<file path="config.mk">
export PLATFORM = sky130hd
export DESIGN_NAME = uartTop
export DESIGN_NICKNAME = d
export VERILOG_FILES = /design/src/uartPkg.sv /design/src/uartTop.sv /design/src/uartApb.sv /design/src/bistFsm.sv /design/src/uartRx.sv /design/src/uartTx.sv
export SDC_FILE = /design/constraint.sdc
export NUM_CORES = 1
export LEC_CHECK = 0
export BUFFER_PORTS_ARGS = -buffer_cell sky130_fd_sc_hd__buf_2
export CORE_MARGIN = 5
export CORE_UTILIZATION = 45
export CTS_CLUSTER_DIAMETER = 120
export DETAILED_ROUTE_END_ITERATION = 8
export PLACE_DENSITY_LB_ADDON = 0.15
export SKIP_LAST_GASP = 1
export SLEW_MARGIN = 40
export SYNTH_ARGS = -nofsm -noshare
export SYNTH_HDL_FRONTEND = slang
export SYNTH_SLANG_ARGS = --single-unit
</file>
<file path="constraint.sdc">
create_clock -name Clk -period 3.6 [get_ports Clk]
set_input_delay 0.72 -clock Clk [delete_from_list [all_inputs] [get_ports Clk]]
set_output_delay 0.72 -clock Clk [all_outputs]
set_load 0.02 [all_outputs]
</file>
<file path="src/uartPkg.sv">
// shared constants and enums for the UART peripheral with loopback self-test
// modules pull these in with a wildcard import in their header

package uartPkg;

	// serial frame layout: one start bit, the data bits, one stop bit
	localparam int DataBits  = 8;
	localparam int FrameBits = DataBits + 2;

	// bit timing, kept short so simulation stays fast
	localparam int ClksPerBit  = 8;
	localparam int HalfBitClks = ClksPerBit / 2;
	localparam int BaudCntW    = $clog2(ClksPerBit);
	localparam int BitCntW     = $clog2(FrameBits);

	// byte sent and expected back during the self-test
	localparam logic [DataBits-1:0] BistPattern = 8'hAA;

	// APB address width
	localparam int AddrW = 4;

	// register offsets on the APB port
	typedef enum logic [AddrW-1:0] {
		CtrlReg   = 4'd0,
		TxDataReg = 4'd4,
		RxDataReg = 4'd8,
		StatusReg = 4'd12
	} RegAddr;

	// status register bit positions
	localparam int TxBusyBit   = 0;
	localparam int RxValidBit  = 1;
	localparam int BistBusyBit = 2;
	localparam int BistErrBit  = 3;
	localparam int BistModeBit = 4;

	// self-test controller states, one-hot
	typedef enum logic [3:0] {
		Ready  = 4'b0001,
		Active = 4'b0010,
		Loop   = 4'b0100,
		Done   = 4'b1000
	} BistState;

endpackage
</file>
<file path="src/uartTop.sv">
// top level of the UART peripheral with APB access and loopback self-test
// uartTxd and uartRxd are looped on the board for the self-test
`timescale 1ns/1ns

module uartTop
	import uartPkg::*;
(
	input  logic                Clk,
	input  logic                Rst,
	input  logic                pSel,
	input  logic                pEnable,
	input  logic                pWrite,
	input  logic [AddrW-1:0]    pAddr,
	input  logic [DataBits-1:0] pWdata,
	output logic [DataBits-1:0] pRdata,
	output logic                pSlvErr,
	input  logic                uartRxd,
	output logic                uartTxd
);

	logic                txStart;
	logic [DataBits-1:0] txData;
	logic                txBusy;
	logic [DataBits-1:0] rxData;
	logic                rxDone;
	logic                hostTxStart;
	logic [DataBits-1:0] hostTxData;
	logic                bistStart;
	logic                bistMode;
	logic                bistTxStart;
	logic [DataBits-1:0] bistTxData;
	logic                bistBusy;
	logic                bistError;

	// in BIST mode only the controller drives the transmitter
	assign txStart = bistMode ? bistTxStart : hostTxStart;
	assign txData  = bistMode ? bistTxData : hostTxData;

	uartApb apb (.Clk, .Rst, .pSel, .pEnable, .pWrite, .pAddr, .pWdata, .pRdata,
		.pSlvErr, .txBusy, .rxData, .rxDone, .bistMode, .bistBusy, .bistError,
		.hostTxStart, .hostTxData, .bistStart);

	uartTx tx (.Clk, .Rst, .txStart, .txData, .txBusy, .uartTxd);

	uartRx rx (.Clk, .Rst, .uartRxd, .rxData, .rxDone);

	bistFsm bist (.Clk, .Rst, .bistStart, .txBusy, .rxDone, .rxData, .bistMode,
		.bistTxStart, .bistTxData, .bistBusy, .bistError);

endmodule

</file>
<file path="src/uartApb.sv">
// APB slave register block for the UART, all accesses complete with zero wait
// holds control, transmit, receive-hold and status registers
`timescale 1ns/1ns

module uartApb
	import uartPkg::*;
(
	input  logic                Clk,
	input  logic                Rst,
	input  logic                pSel,
	input  logic                pEnable,
	input  logic                pWrite,
	input  logic [AddrW-1:0]    pAddr,
	input  logic [DataBits-1:0] pWdata,
	output logic [DataBits-1:0] pRdata,
	output logic                pSlvErr,
	input  logic                txBusy,
	input  logic [DataBits-1:0] rxData,
	input  logic                rxDone,
	input  logic                bistMode,
	input  logic                bistBusy,
	input  logic                bistError,
	output logic                hostTxStart,
	output logic [DataBits-1:0] hostTxData,
	output logic                bistStart
);

	RegAddr              addr;
	logic                access;
	logic                wrAccess;
	logic                rdAccess;
	logic                mapped;
	logic                txWrite;
	logic                txReject;
	logic                rxValid;
	logic [DataBits-1:0] rxHold;
	logic [DataBits-1:0] status;
	logic [DataBits-1:0] rdMux;

	assign addr     = RegAddr'(pAddr);
	// transfer completes in the access phase
	assign access   = pSel && pEnable;
	assign wrAccess = access && pWrite;
	assign rdAccess = access && !pWrite;

	// host cannot start a frame during a frame or during self-test
	assign txWrite  = wrAccess && (addr == TxDataReg);
	assign txReject = txWrite && (txBusy || bistMode);

	always_comb
	begin
		status              = '0;
		status[TxBusyBit]   = txBusy;
		status[RxValidBit]  = rxValid;
		status[BistBusyBit] = bistBusy;
		status[BistErrBit]  = bistError;
		status[BistModeBit] = bistMode;
	end

	// address decode and read mux
	always_comb
	begin
		mapped = 1'b1;
		rdMux  = '0;
		case (addr)
			CtrlReg:   rdMux[0] = bistBusy;
			TxDataReg: rdMux    = hostTxData;
			RxDataReg: rdMux    = rxHold;
			StatusReg: rdMux    = status;
			default:   mapped   = 1'b0;
		endcase
	end

	assign pRdata  = rdAccess ? rdMux : '0;
	assign pSlvErr = (access && !mapped) || txReject;

	always_ff @(posedge Clk or posedge Rst)
	begin
		if (Rst)
		begin
			hostTxStart <= 1'b0;
			hostTxData  <= '0;
			bistStart   <= 1'b0;
			rxValid     <= 1'b0;
			rxHold      <= '0;
		end
		else
		begin
			hostTxStart <= txWrite && !txReject;
			if (txWrite && !txReject)
				hostTxData <= pWdata;
			// a second start during a run is dropped
			bistStart <= wrAccess && (addr == CtrlReg) && pWdata[0] && !bistBusy;
			// in self-test the byte belongs to the BIST controller
			if (rxDone && !bistMode)
			begin
				rxValid <= 1'b1;
				rxHold  <= rxData;
			end
			else if (rdAccess && (addr == RxDataReg))
				rxValid <= 1'b0;
		end
	end

endmodule

</file>
<file path="src/bistFsm.sv">
// loopback self-test controller, sends BistPattern and compares what comes back
// bistError is sticky and clears only when the next run starts
`timescale 1ns/1ns

module bistFsm
	import uartPkg::*;
(
	input  logic                Clk,
	input  logic                Rst,
	input  logic                bistStart,
	input  logic                txBusy,
	input  logic                rxDone,
	input  logic [DataBits-1:0] rxData,
	output logic                bistMode,
	output logic                bistTxStart,
	output logic [DataBits-1:0] bistTxData,
	output logic                bistBusy,
	output logic                bistError
);

	BistState state;
	BistState nextState;
	// pattern already launched in this Loop visit
	logic     txSent;

	always_ff @(posedge Clk or posedge Rst)
	begin
		if (Rst)
			state <= Ready;
		else
			state <= nextState;
	end

	always_comb
	begin
		nextState = state;
		case (state)
			Ready:
				if (bistStart)
					nextState = Active;
			// let any host frame finish first
			Active:
				if (!txBusy)
					nextState = Loop;
			// wait for the looped byte, however long it takes
			Loop:
				if (rxDone)
					nextState = Done;
			Done:
				nextState = Ready;
			default:
				nextState = Ready;
		endcase
	end

	// one transmit pulse on the first Loop cycle
	always_ff @(posedge Clk or posedge Rst)
	begin
		if (Rst)
			txSent <= 1'b0;
		else
			txSent <= (state == Loop);
	end

	// result latched in Done, cleared by a new start
	always_ff @(posedge Clk or posedge Rst)
	begin
		if (Rst)
			bistError <= 1'b0;
		else if ((state == Ready) && bistStart)
			bistError <= 1'b0;
		else if (state == Done)
			bistError <= (rxData != BistPattern);
	end

	// outputs follow the state
	assign bistMode    = (state == Active) || (state == Loop);
	assign bistBusy    = (state == Active) || (state == Loop);
	assign bistTxStart = (state == Loop) && !txSent;
	assign bistTxData  = (state == Loop) ? BistPattern : '0;

	activeFromReady: assert property (@(posedge Clk) disable iff (Rst)
		$rose(state == Active) |-> ($past(state) == Ready))
		else $error("Active entered from a state other than Ready");

	stateOneHot: assert property (@(posedge Clk) disable iff (Rst)
		$onehot(state))
		else $error("BIST state lost its one-hot encoding");

endmodule

</file>
<file path="src/uartRx.sv">
// UART receiver, samples each bit at its middle and checks the stop bit
// rxDone pulses for one cycle with the byte on rxData, bad frames are dropped
`timescale 1ns/1ns

module uartRx
	import uartPkg::*;
(
	input  logic                Clk,
	input  logic                Rst,
	input  logic                uartRxd,
	output logic [DataBits-1:0] rxData,
	output logic                rxDone
);

	// two sync flops plus one more for edge detection
	logic [2:0]          rxSync;
	logic                rxBit;
	logic                fallEdge;
	logic                rxActive;
	logic [BaudCntW-1:0] baudCnt;
	logic [BaudCntW-1:0] baudTarget;
	logic [BitCntW-1:0]  bitCnt;
	logic                sampleNow;
	logic                stopOk;
	logic                dataSample;
	logic [DataBits-1:0] shiftReg;

	assign rxBit    = rxSync[1];
	assign fallEdge = rxSync[2] && !rxSync[1];

	// half a bit to reach the middle of the start bit, full bits after that
	assign baudTarget = (bitCnt == '0) ? BaudCntW'(HalfBitClks - 1) :
		BaudCntW'(ClksPerBit - 1);
	assign sampleNow  = rxActive && (baudCnt == baudTarget);
	assign stopOk     = sampleNow && (bitCnt == BitCntW'(FrameBits - 1)) && rxBit;
	assign dataSample = sampleNow && (bitCnt != '0) &&
		(bitCnt != BitCntW'(FrameBits - 1));

	always_ff @(posedge Clk or posedge Rst)
	begin
		if (Rst)
		begin
			rxSync   <= '1;
			rxActive <= 1'b0;
			baudCnt  <= '0;
			bitCnt   <= '0;
			rxDone   <= 1'b0;
		end
		else
		begin
			rxSync <= {rxSync[1:0], uartRxd};
			rxDone <= stopOk;
			if (!rxActive)
			begin
				baudCnt <= '0;
				bitCnt  <= '0;
				if (fallEdge)
					rxActive <= 1'b1;
			end
			else if (sampleNow)
			begin
				baudCnt <= '0;
				bitCnt  <= bitCnt + 1'b1;
				// glitch on the start bit or end of frame
				if ((bitCnt == '0) && rxBit)
					rxActive <= 1'b0;
				else if (bitCnt == BitCntW'(FrameBits - 1))
					rxActive <= 1'b0;
			end
			else
				baudCnt <= baudCnt + 1'b1;
		end
	end

	// data arrives LSB first, so shift in from the top
	always_ff @(posedge Clk)
	begin
		if (dataSample)
			shiftReg <= {rxBit, shiftReg[DataBits-1:1]};
		if (stopOk)
			rxData <= shiftReg;
	end

	// downstream logic counts each byte once
	rxDonePulse: assert property (@(posedge Clk) disable iff (Rst)
		rxDone |=> !rxDone)
		else $error("rxDone held longer than one cycle");

endmodule

</file>
<file path="src/uartTx.sv">
// UART transmitter, sends one start bit, the data LSB first and one stop bit
// a single-cycle txStart launches a frame, txBusy covers the whole frame
`timescale 1ns/1ns

module uartTx
	import uartPkg::*;
(
	input  logic                Clk,
	input  logic                Rst,
	input  logic                txStart,
	input  logic [DataBits-1:0] txData,
	output logic                txBusy,
	output logic                uartTxd
);

	// stop bit sits above the data so a right shift walks the frame
	logic [DataBits:0]   shiftReg;
	logic [BaudCntW-1:0] baudCnt;
	logic [BitCntW-1:0]  bitCnt;
	logic                bitEnd;

	// last clock of the current bit period
	assign bitEnd = (baudCnt == BaudCntW'(ClksPerBit - 1));

	always_ff @(posedge Clk or posedge Rst)
	begin
		if (Rst)
		begin
			txBusy  <= 1'b0;
			uartTxd <= 1'b1;
			baudCnt <= '0;
			bitCnt  <= '0;
		end
		else if (!txBusy)
		begin
			baudCnt <= '0;
			bitCnt  <= '0;
			// start bit goes out in the cycle after the start pulse
			if (txStart)
			begin
				txBusy  <= 1'b1;
				uartTxd <= 1'b0;
			end
		end
		else if (bitEnd)
		begin
			baudCnt <= '0;
			if (bitCnt == BitCntW'(FrameBits - 1))
			begin
				// end of stop bit, line is already high
				txBusy <= 1'b0;
			end
			else
			begin
				uartTxd <= shiftReg[0];
				bitCnt  <= bitCnt + 1'b1;
			end
		end
		else
			baudCnt <= baudCnt + 1'b1;
	end

	// payload shifter, loaded on start and advanced once per bit
	always_ff @(posedge Clk)
	begin
		if (!txBusy && txStart)
			shiftReg <= {1'b1, txData};
		else if (txBusy && bitEnd)
			shiftReg <= {1'b1, shiftReg[DataBits:1]};
	end

	// both start sources must wait for the end of the current frame
	txStartWhileBusy: assert property (@(posedge Clk) disable iff (Rst)
		txBusy |-> !txStart)
		else $error("transmit start while a frame is in progress");

endmodule

</file>
==> impl_metrics.prom <==
# TYPE chip_impl_metric gauge
chip_impl_info{name="run_status",value="finished, final reports clean"} 1
chip_impl_metric{name="drt-vias-per-instance",unit=""} 5.23
chip_impl_metric{name="finalClockSkew",unit="ns"} 0.0108
chip_impl_metric{name="postSynthCellCount",unit=""} 260
chip_impl_metric{name="power.density",unit="nW/um^2"} 517
chip_impl_metric{name="routed_wirelength",unit="mm"} 6.22
chip_impl_metric{name="ys_async_sr_fraction",unit="%"} 65.7
chip_impl_info{name="critPathCaptureType",value="primary output"} 1
chip_impl_metric{name="core",unit="um^2"} 6830
chip_impl_metric{name="slowest_delay",unit="ns"} 0.47
chip_impl_metric{name="synthDominantCellAreaShare",unit="%"} 32.2
chip_impl_metric{name="hold_violations",unit=""} 0
chip_impl_metric{name="grt_pass1_wl",unit="mm"} 10.2
chip_impl_metric{name="number_of_i_o_pins",unit=""} 28
chip_impl_info{name="critical-path-slowest-cell",value="sky130_fd_sc_hd__dfrtp_1"} 1
chip_impl_info{name="critical_path.top_delay_family",value="compound AO/OA/AOI/OAI gates"} 1
chip_impl_metric{name="layout.core_utilization",unit="%"} 52.6
chip_impl_metric{name="place_inst",unit=""} 374
chip_impl_metric{name="post_cts_buffers",unit=""} 0
chip_impl_metric{name="cts_max_path_buffers",unit=""} 2
chip_impl_metric{name="ctsHoldBuffers",unit=""} 0
chip_impl_metric{name="global_route.usage.total",unit="%"} 15.2
chip_impl_metric{name="timing.critical_path.required",unit="ns"} 2.88
chip_impl_info{name="top_cells_by_area_in_the_synthesized_netlist",value="sky130_fd_sc_hd__dfrtp_1, sky130_fd_sc_hd__edfxtp_1, sky130_fd_sc_hd__mux2_2"} 1
chip_impl_metric{name="number_of_clock_sinks",unit=""} 70
chip_impl_metric{name="chipWidth",unit="um"} 94.2
chip_impl_metric{name="synth_area_per_cell",unit="um^2"} 12.3
chip_impl_metric{name="detailroute.via_count",unit=""} 2039
chip_impl_metric{name="critical_path.max_fanout",unit=""} 9
chip_impl_info{name="timing_worst_setup_path_type",value="reg2out"} 1
chip_impl_metric{name="globalplace.congestion",unit=""} 0.818
chip_impl_metric{name="vdd.ir_drop.worst",unit="uV"} 326
chip_impl_metric{name="synth.net_count",unit=""} 286
chip_impl_metric{name="detail_route.drc_violations",unit=""} 0
chip_impl_metric{name="finalWorstPathRequiredPeriod",unit="ns"} 2.79
chip_impl_metric{name="area_of_the_multi_input_gates",unit="um^2"} 1210
chip_impl_info{name="synth.largest_area_cell",value="sky130_fd_sc_hd__dfrtp_1"} 1
chip_impl_metric{name="numCtsBuffers",unit=""} 9
chip_impl_metric{name="p_leak",unit="nW"} 1.50
chip_impl_metric{name="post_drt_wl_per_cell",unit="um"} 16.0
chip_impl_metric{name="cts-resized-gates",unit=""} 0
chip_impl_metric{name="clk_pin_slew_worst_paths",unit="ns"} 0.08
chip_impl_info{name="cell_by_cell_listing_of_the_critical_path",value="nor2_1 > a21boi_4 > nand2_1 > a311oi_1 > buf_2"} 1
chip_impl_metric{name="cap_viol_max_count",unit=""} 0
chip_impl_metric{name="cts_htree_levels",unit=""} 3
chip_impl_metric{name="detailed_route_iter0_violations",unit=""} 56
chip_impl_metric{name="first_global_vias",unit=""} 2032
chip_impl_metric{name="grt_start_max_net_pins",unit=""} 47
chip_impl_info{name="rsz0062_at_grt",value="no"} 1
chip_impl_metric{name="timing.critical_path.buf_inv",unit=""} 1
chip_impl_metric{name="final.setup.tns",unit="ns"} 0
chip_impl_metric{name="synth_edf_count",unit=""} 24
chip_impl_metric{name="final_antenna_net_count",unit=""} 0
chip_impl_metric{name="globalRouteOverflowTotal",unit=""} 0
chip_impl_metric{name="total_number_of_yosys_warnings",unit=""} 0
chip_impl_metric{name="initial_utilization",unit="%"} 46.6
chip_impl_info{name="yosys-top-cells-count",value="sky130_fd_sc_hd__dfrtp_1, sky130_fd_sc_hd__edfxtp_1, sky130_fd_sc_hd__nand2_1"} 1
chip_impl_info{name="synth_flop_cell",value="sky130_fd_sc_hd__dfrtp_1"} 1
chip_impl_metric{name="postSynthRegisterBits",unit=""} 70
chip_impl_metric{name="design.die.area",unit="um^2"} 8870
chip_impl_info{name="synth_most_common_cell",value="sky130_fd_sc_hd__dfrtp_1"} 1
chip_impl_metric{name="design.final.nets",unit=""} 315
chip_impl_metric{name="portion_of_the_post_synthesis_area_used_by_sequential_elements",unit="%"} 58.9
chip_impl_metric{name="timing_max_transition_violations_final",unit=""} 0
chip_impl_metric{name="number_of_iterations_in_the_first_detailed_routing_pass",unit=""} 4
chip_impl_metric{name="worstPathArrival",unit="ns"} 2.07
chip_impl_metric{name="relative_max_transition_margin",unit="%"} 53.3
chip_impl_info{name="start_kind",value="flop"} 1
chip_impl_metric{name="place.port_buffers",unit=""} 27
chip_impl_metric{name="die_h",unit="um"} 94.2
chip_impl_metric{name="max_freq",unit="MHz"} 358
chip_impl_metric{name="hpwl",unit="mm"} 4.43
chip_impl_metric{name="antenna_found_initial",unit=""} 0
chip_impl_metric{name="hold_slack",unit="ns"} 0.356
chip_impl_metric{name="synth.lib_cells_used.distinct",unit=""} 49
chip_impl_metric{name="area_taken_by_flip_flops_and_latches",unit="um^2"} 1880
chip_impl_metric{name="finalCritPeriodShare",unit="%"} 77.6
chip_impl_metric{name="worst_skew_pair.late_latency",unit="ns"} 0.34
chip_impl_metric{name="post_route_cells_drive_above_1_share",unit="%"} 26.5
chip_impl_metric{name="max_slew.worst_pin.slew",unit="ns"} 0.697
chip_impl_metric{name="rows",unit=""} 30
chip_impl_metric{name="diodes",unit=""} 0
chip_impl_metric{name="instances_no_fill",unit=""} 390
chip_impl_metric{name="setup_violations",unit=""} 0
chip_impl_metric{name="num-fill-cells",unit=""} 629
chip_impl_metric{name="syn_area",unit="um^2"} 3190
chip_impl_info{name="tritoncts",value="done"} 1
chip_impl_info{name="clock-root-buffer",value="sky130_fd_sc_hd__clkbuf_8"} 1
chip_impl_metric{name="flow.area_growth_from_synthesis",unit="%"} 12.8
chip_impl_info{name="timing.hold.worst.class",value="reg2reg"} 1
## per-stage QoR
step | cell area [um^2] | setup WS [ns] | power (mW)
floorplan | 3190 | 0.853 | 1.17
global placement | 3390 | 0.944 | 1.24
detailed placement | 3390 | 0.922 | 1.25
CTS | 3590 | 0.772 | 1.89
global route | 3600 | 0.631 | 1.96
finish | 3600 | 0.808 | 1.86
## power breakdown
part / total (mW) / switching, mW / internal [mW] / leakage [nW]
clock network: 0.628 / 0.306 / 0.322 / 0.0996
logic: 0.253 / 0.142 / 0.111 / 0.586
registers: 0.978 / 0.0658 / 0.912 / 0.815
total: 1.86 / 0.513 / 1.34 / 1.50
## layout by cell type, fill, tap and decap left out, types with 4 or more instances in the layout
cell type | synthesis | routed
sky130_fd_sc_hd__ha_1 | 8 | 8
sky130_fd_sc_hd__nor3b_1 | 4 | 4
sky130_fd_sc_hd__mux2_2 | 17 | 17
sky130_fd_sc_hd__clkbuf_8 | 0 | 9
sky130_fd_sc_hd__dfstp_2 | 5 | 5
sky130_fd_sc_hd__nand4_1 | 4 | 4
sky130_fd_sc_hd__mux2i_1 | 6 | 6
sky130_fd_sc_hd__a22oi_1 | 5 | 5
sky130_fd_sc_hd__buf_2 | 1 | 27
sky130_fd_sc_hd__dfrtp_1 | 41 | 41
sky130_fd_sc_hd__nand3_1 | 6 | 6
sky130_fd_sc_hd__nor2_1 | 16 | 16
sky130_fd_sc_hd__nand2_1 | 21 | 21
sky130_fd_sc_hd__nor2b_1 | 8 | 8
sky130_fd_sc_hd__nand2b_1 | 5 | 5
sky130_fd_sc_hd__a21oi_1 | 11 | 10
sky130_fd_sc_hd__edfxtp_1 | 24 | 24
sky130_fd_sc_hd__inv_1 | 12 | 11
sky130_fd_sc_hd__and2_1 | 7 | 7
## cell families after synthesis
group                    after synthesis  synth area share [%]
AO/OA/AOI/OAI                         37                  8.29
XOR/XNOR                               5                  1.37
adder cells (fa/ha/maj)                8                  3.14
buffers and inverters                 23                  3.34
flip-flops                            70                  58.9
multiplexers                          25                  8.95
AND/OR/NAND/NOR                       92                  16.0
## worst register-to-register path: cells and delay by family, from the launching register on
| kind | cells | cell delay (ns) |
|---|---|---|
| xor gates and xnor gates | 1 | 0.27 |
| adders and majority gates | 1 | 0.16 |
| and+or+nand+nor | 3 | 1.03 |
| buffers and inverters | 1 | 0.11 |
| DFF | 1 | 0.42 |
## registers in the layout, indices dropped and copies added (netlist names), 3 cells and up
signal / count
rx.shiftReg: 8
rx.rxSync: 3
tx.baudCnt: 3
rx.baudCnt: 3
apb.rxHold: 8
bist.state: 4
tx.shiftReg: 8
rx.bitCnt: 4
apb.hostTxData: 8
rx.rxData: 8
tx.bitCnt: 4
## final timing paths
kind	from	endpoint	slack, ns	cells past startpoint
worst max-delay path	bist.state[3]$_DFFE_PP0P_	pRdata[2]	0.81	5
worst min-delay path	rx.rxSync[0]$_DFF_PP1_	rx.rxSync[1]$_DFF_PP1_	0.36	0
worst max register to register	rx.bitCnt[0]$_DFFE_PP0P_	rx.shiftReg[6]$_DFFE_PP_	1.24	6
worst min register to register	rx.rxSync[0]$_DFF_PP1_	rx.rxSync[1]$_DFF_PP1_	0.36	0
max in group asynchronous	Rst	apb.hostTxData[3]$_DFFE_PP0P_	2.76	2
min in group asynchronous	Rst	rx.baudCnt[1]$_DFF_PP0_	0.45	2
## metal layers
metal  global-route usage (%)  up-vias  routed length (um)
li1                         -      988                   -
met1                     20.0     1008                2920
met2                     23.8       35                2950
met3                     4.81        8                 279
met4                     5.05        0                  72
met5                        0        -                   0
## cell type report
cell class / count / share of cell area [%]
Sequential cell: 70 / 52.2
Clock inverter: 7 / 2.05
Tap cell: 96 / 3.34
Inverter: 13 / 1.43
Timing Repair Buffer: 28 / 3.97
Clock buffer: 9 / 3.44
Multi-Input combinational cell: 167 / 33.5
Note: power is estimated with default switching activity, not from simulation.
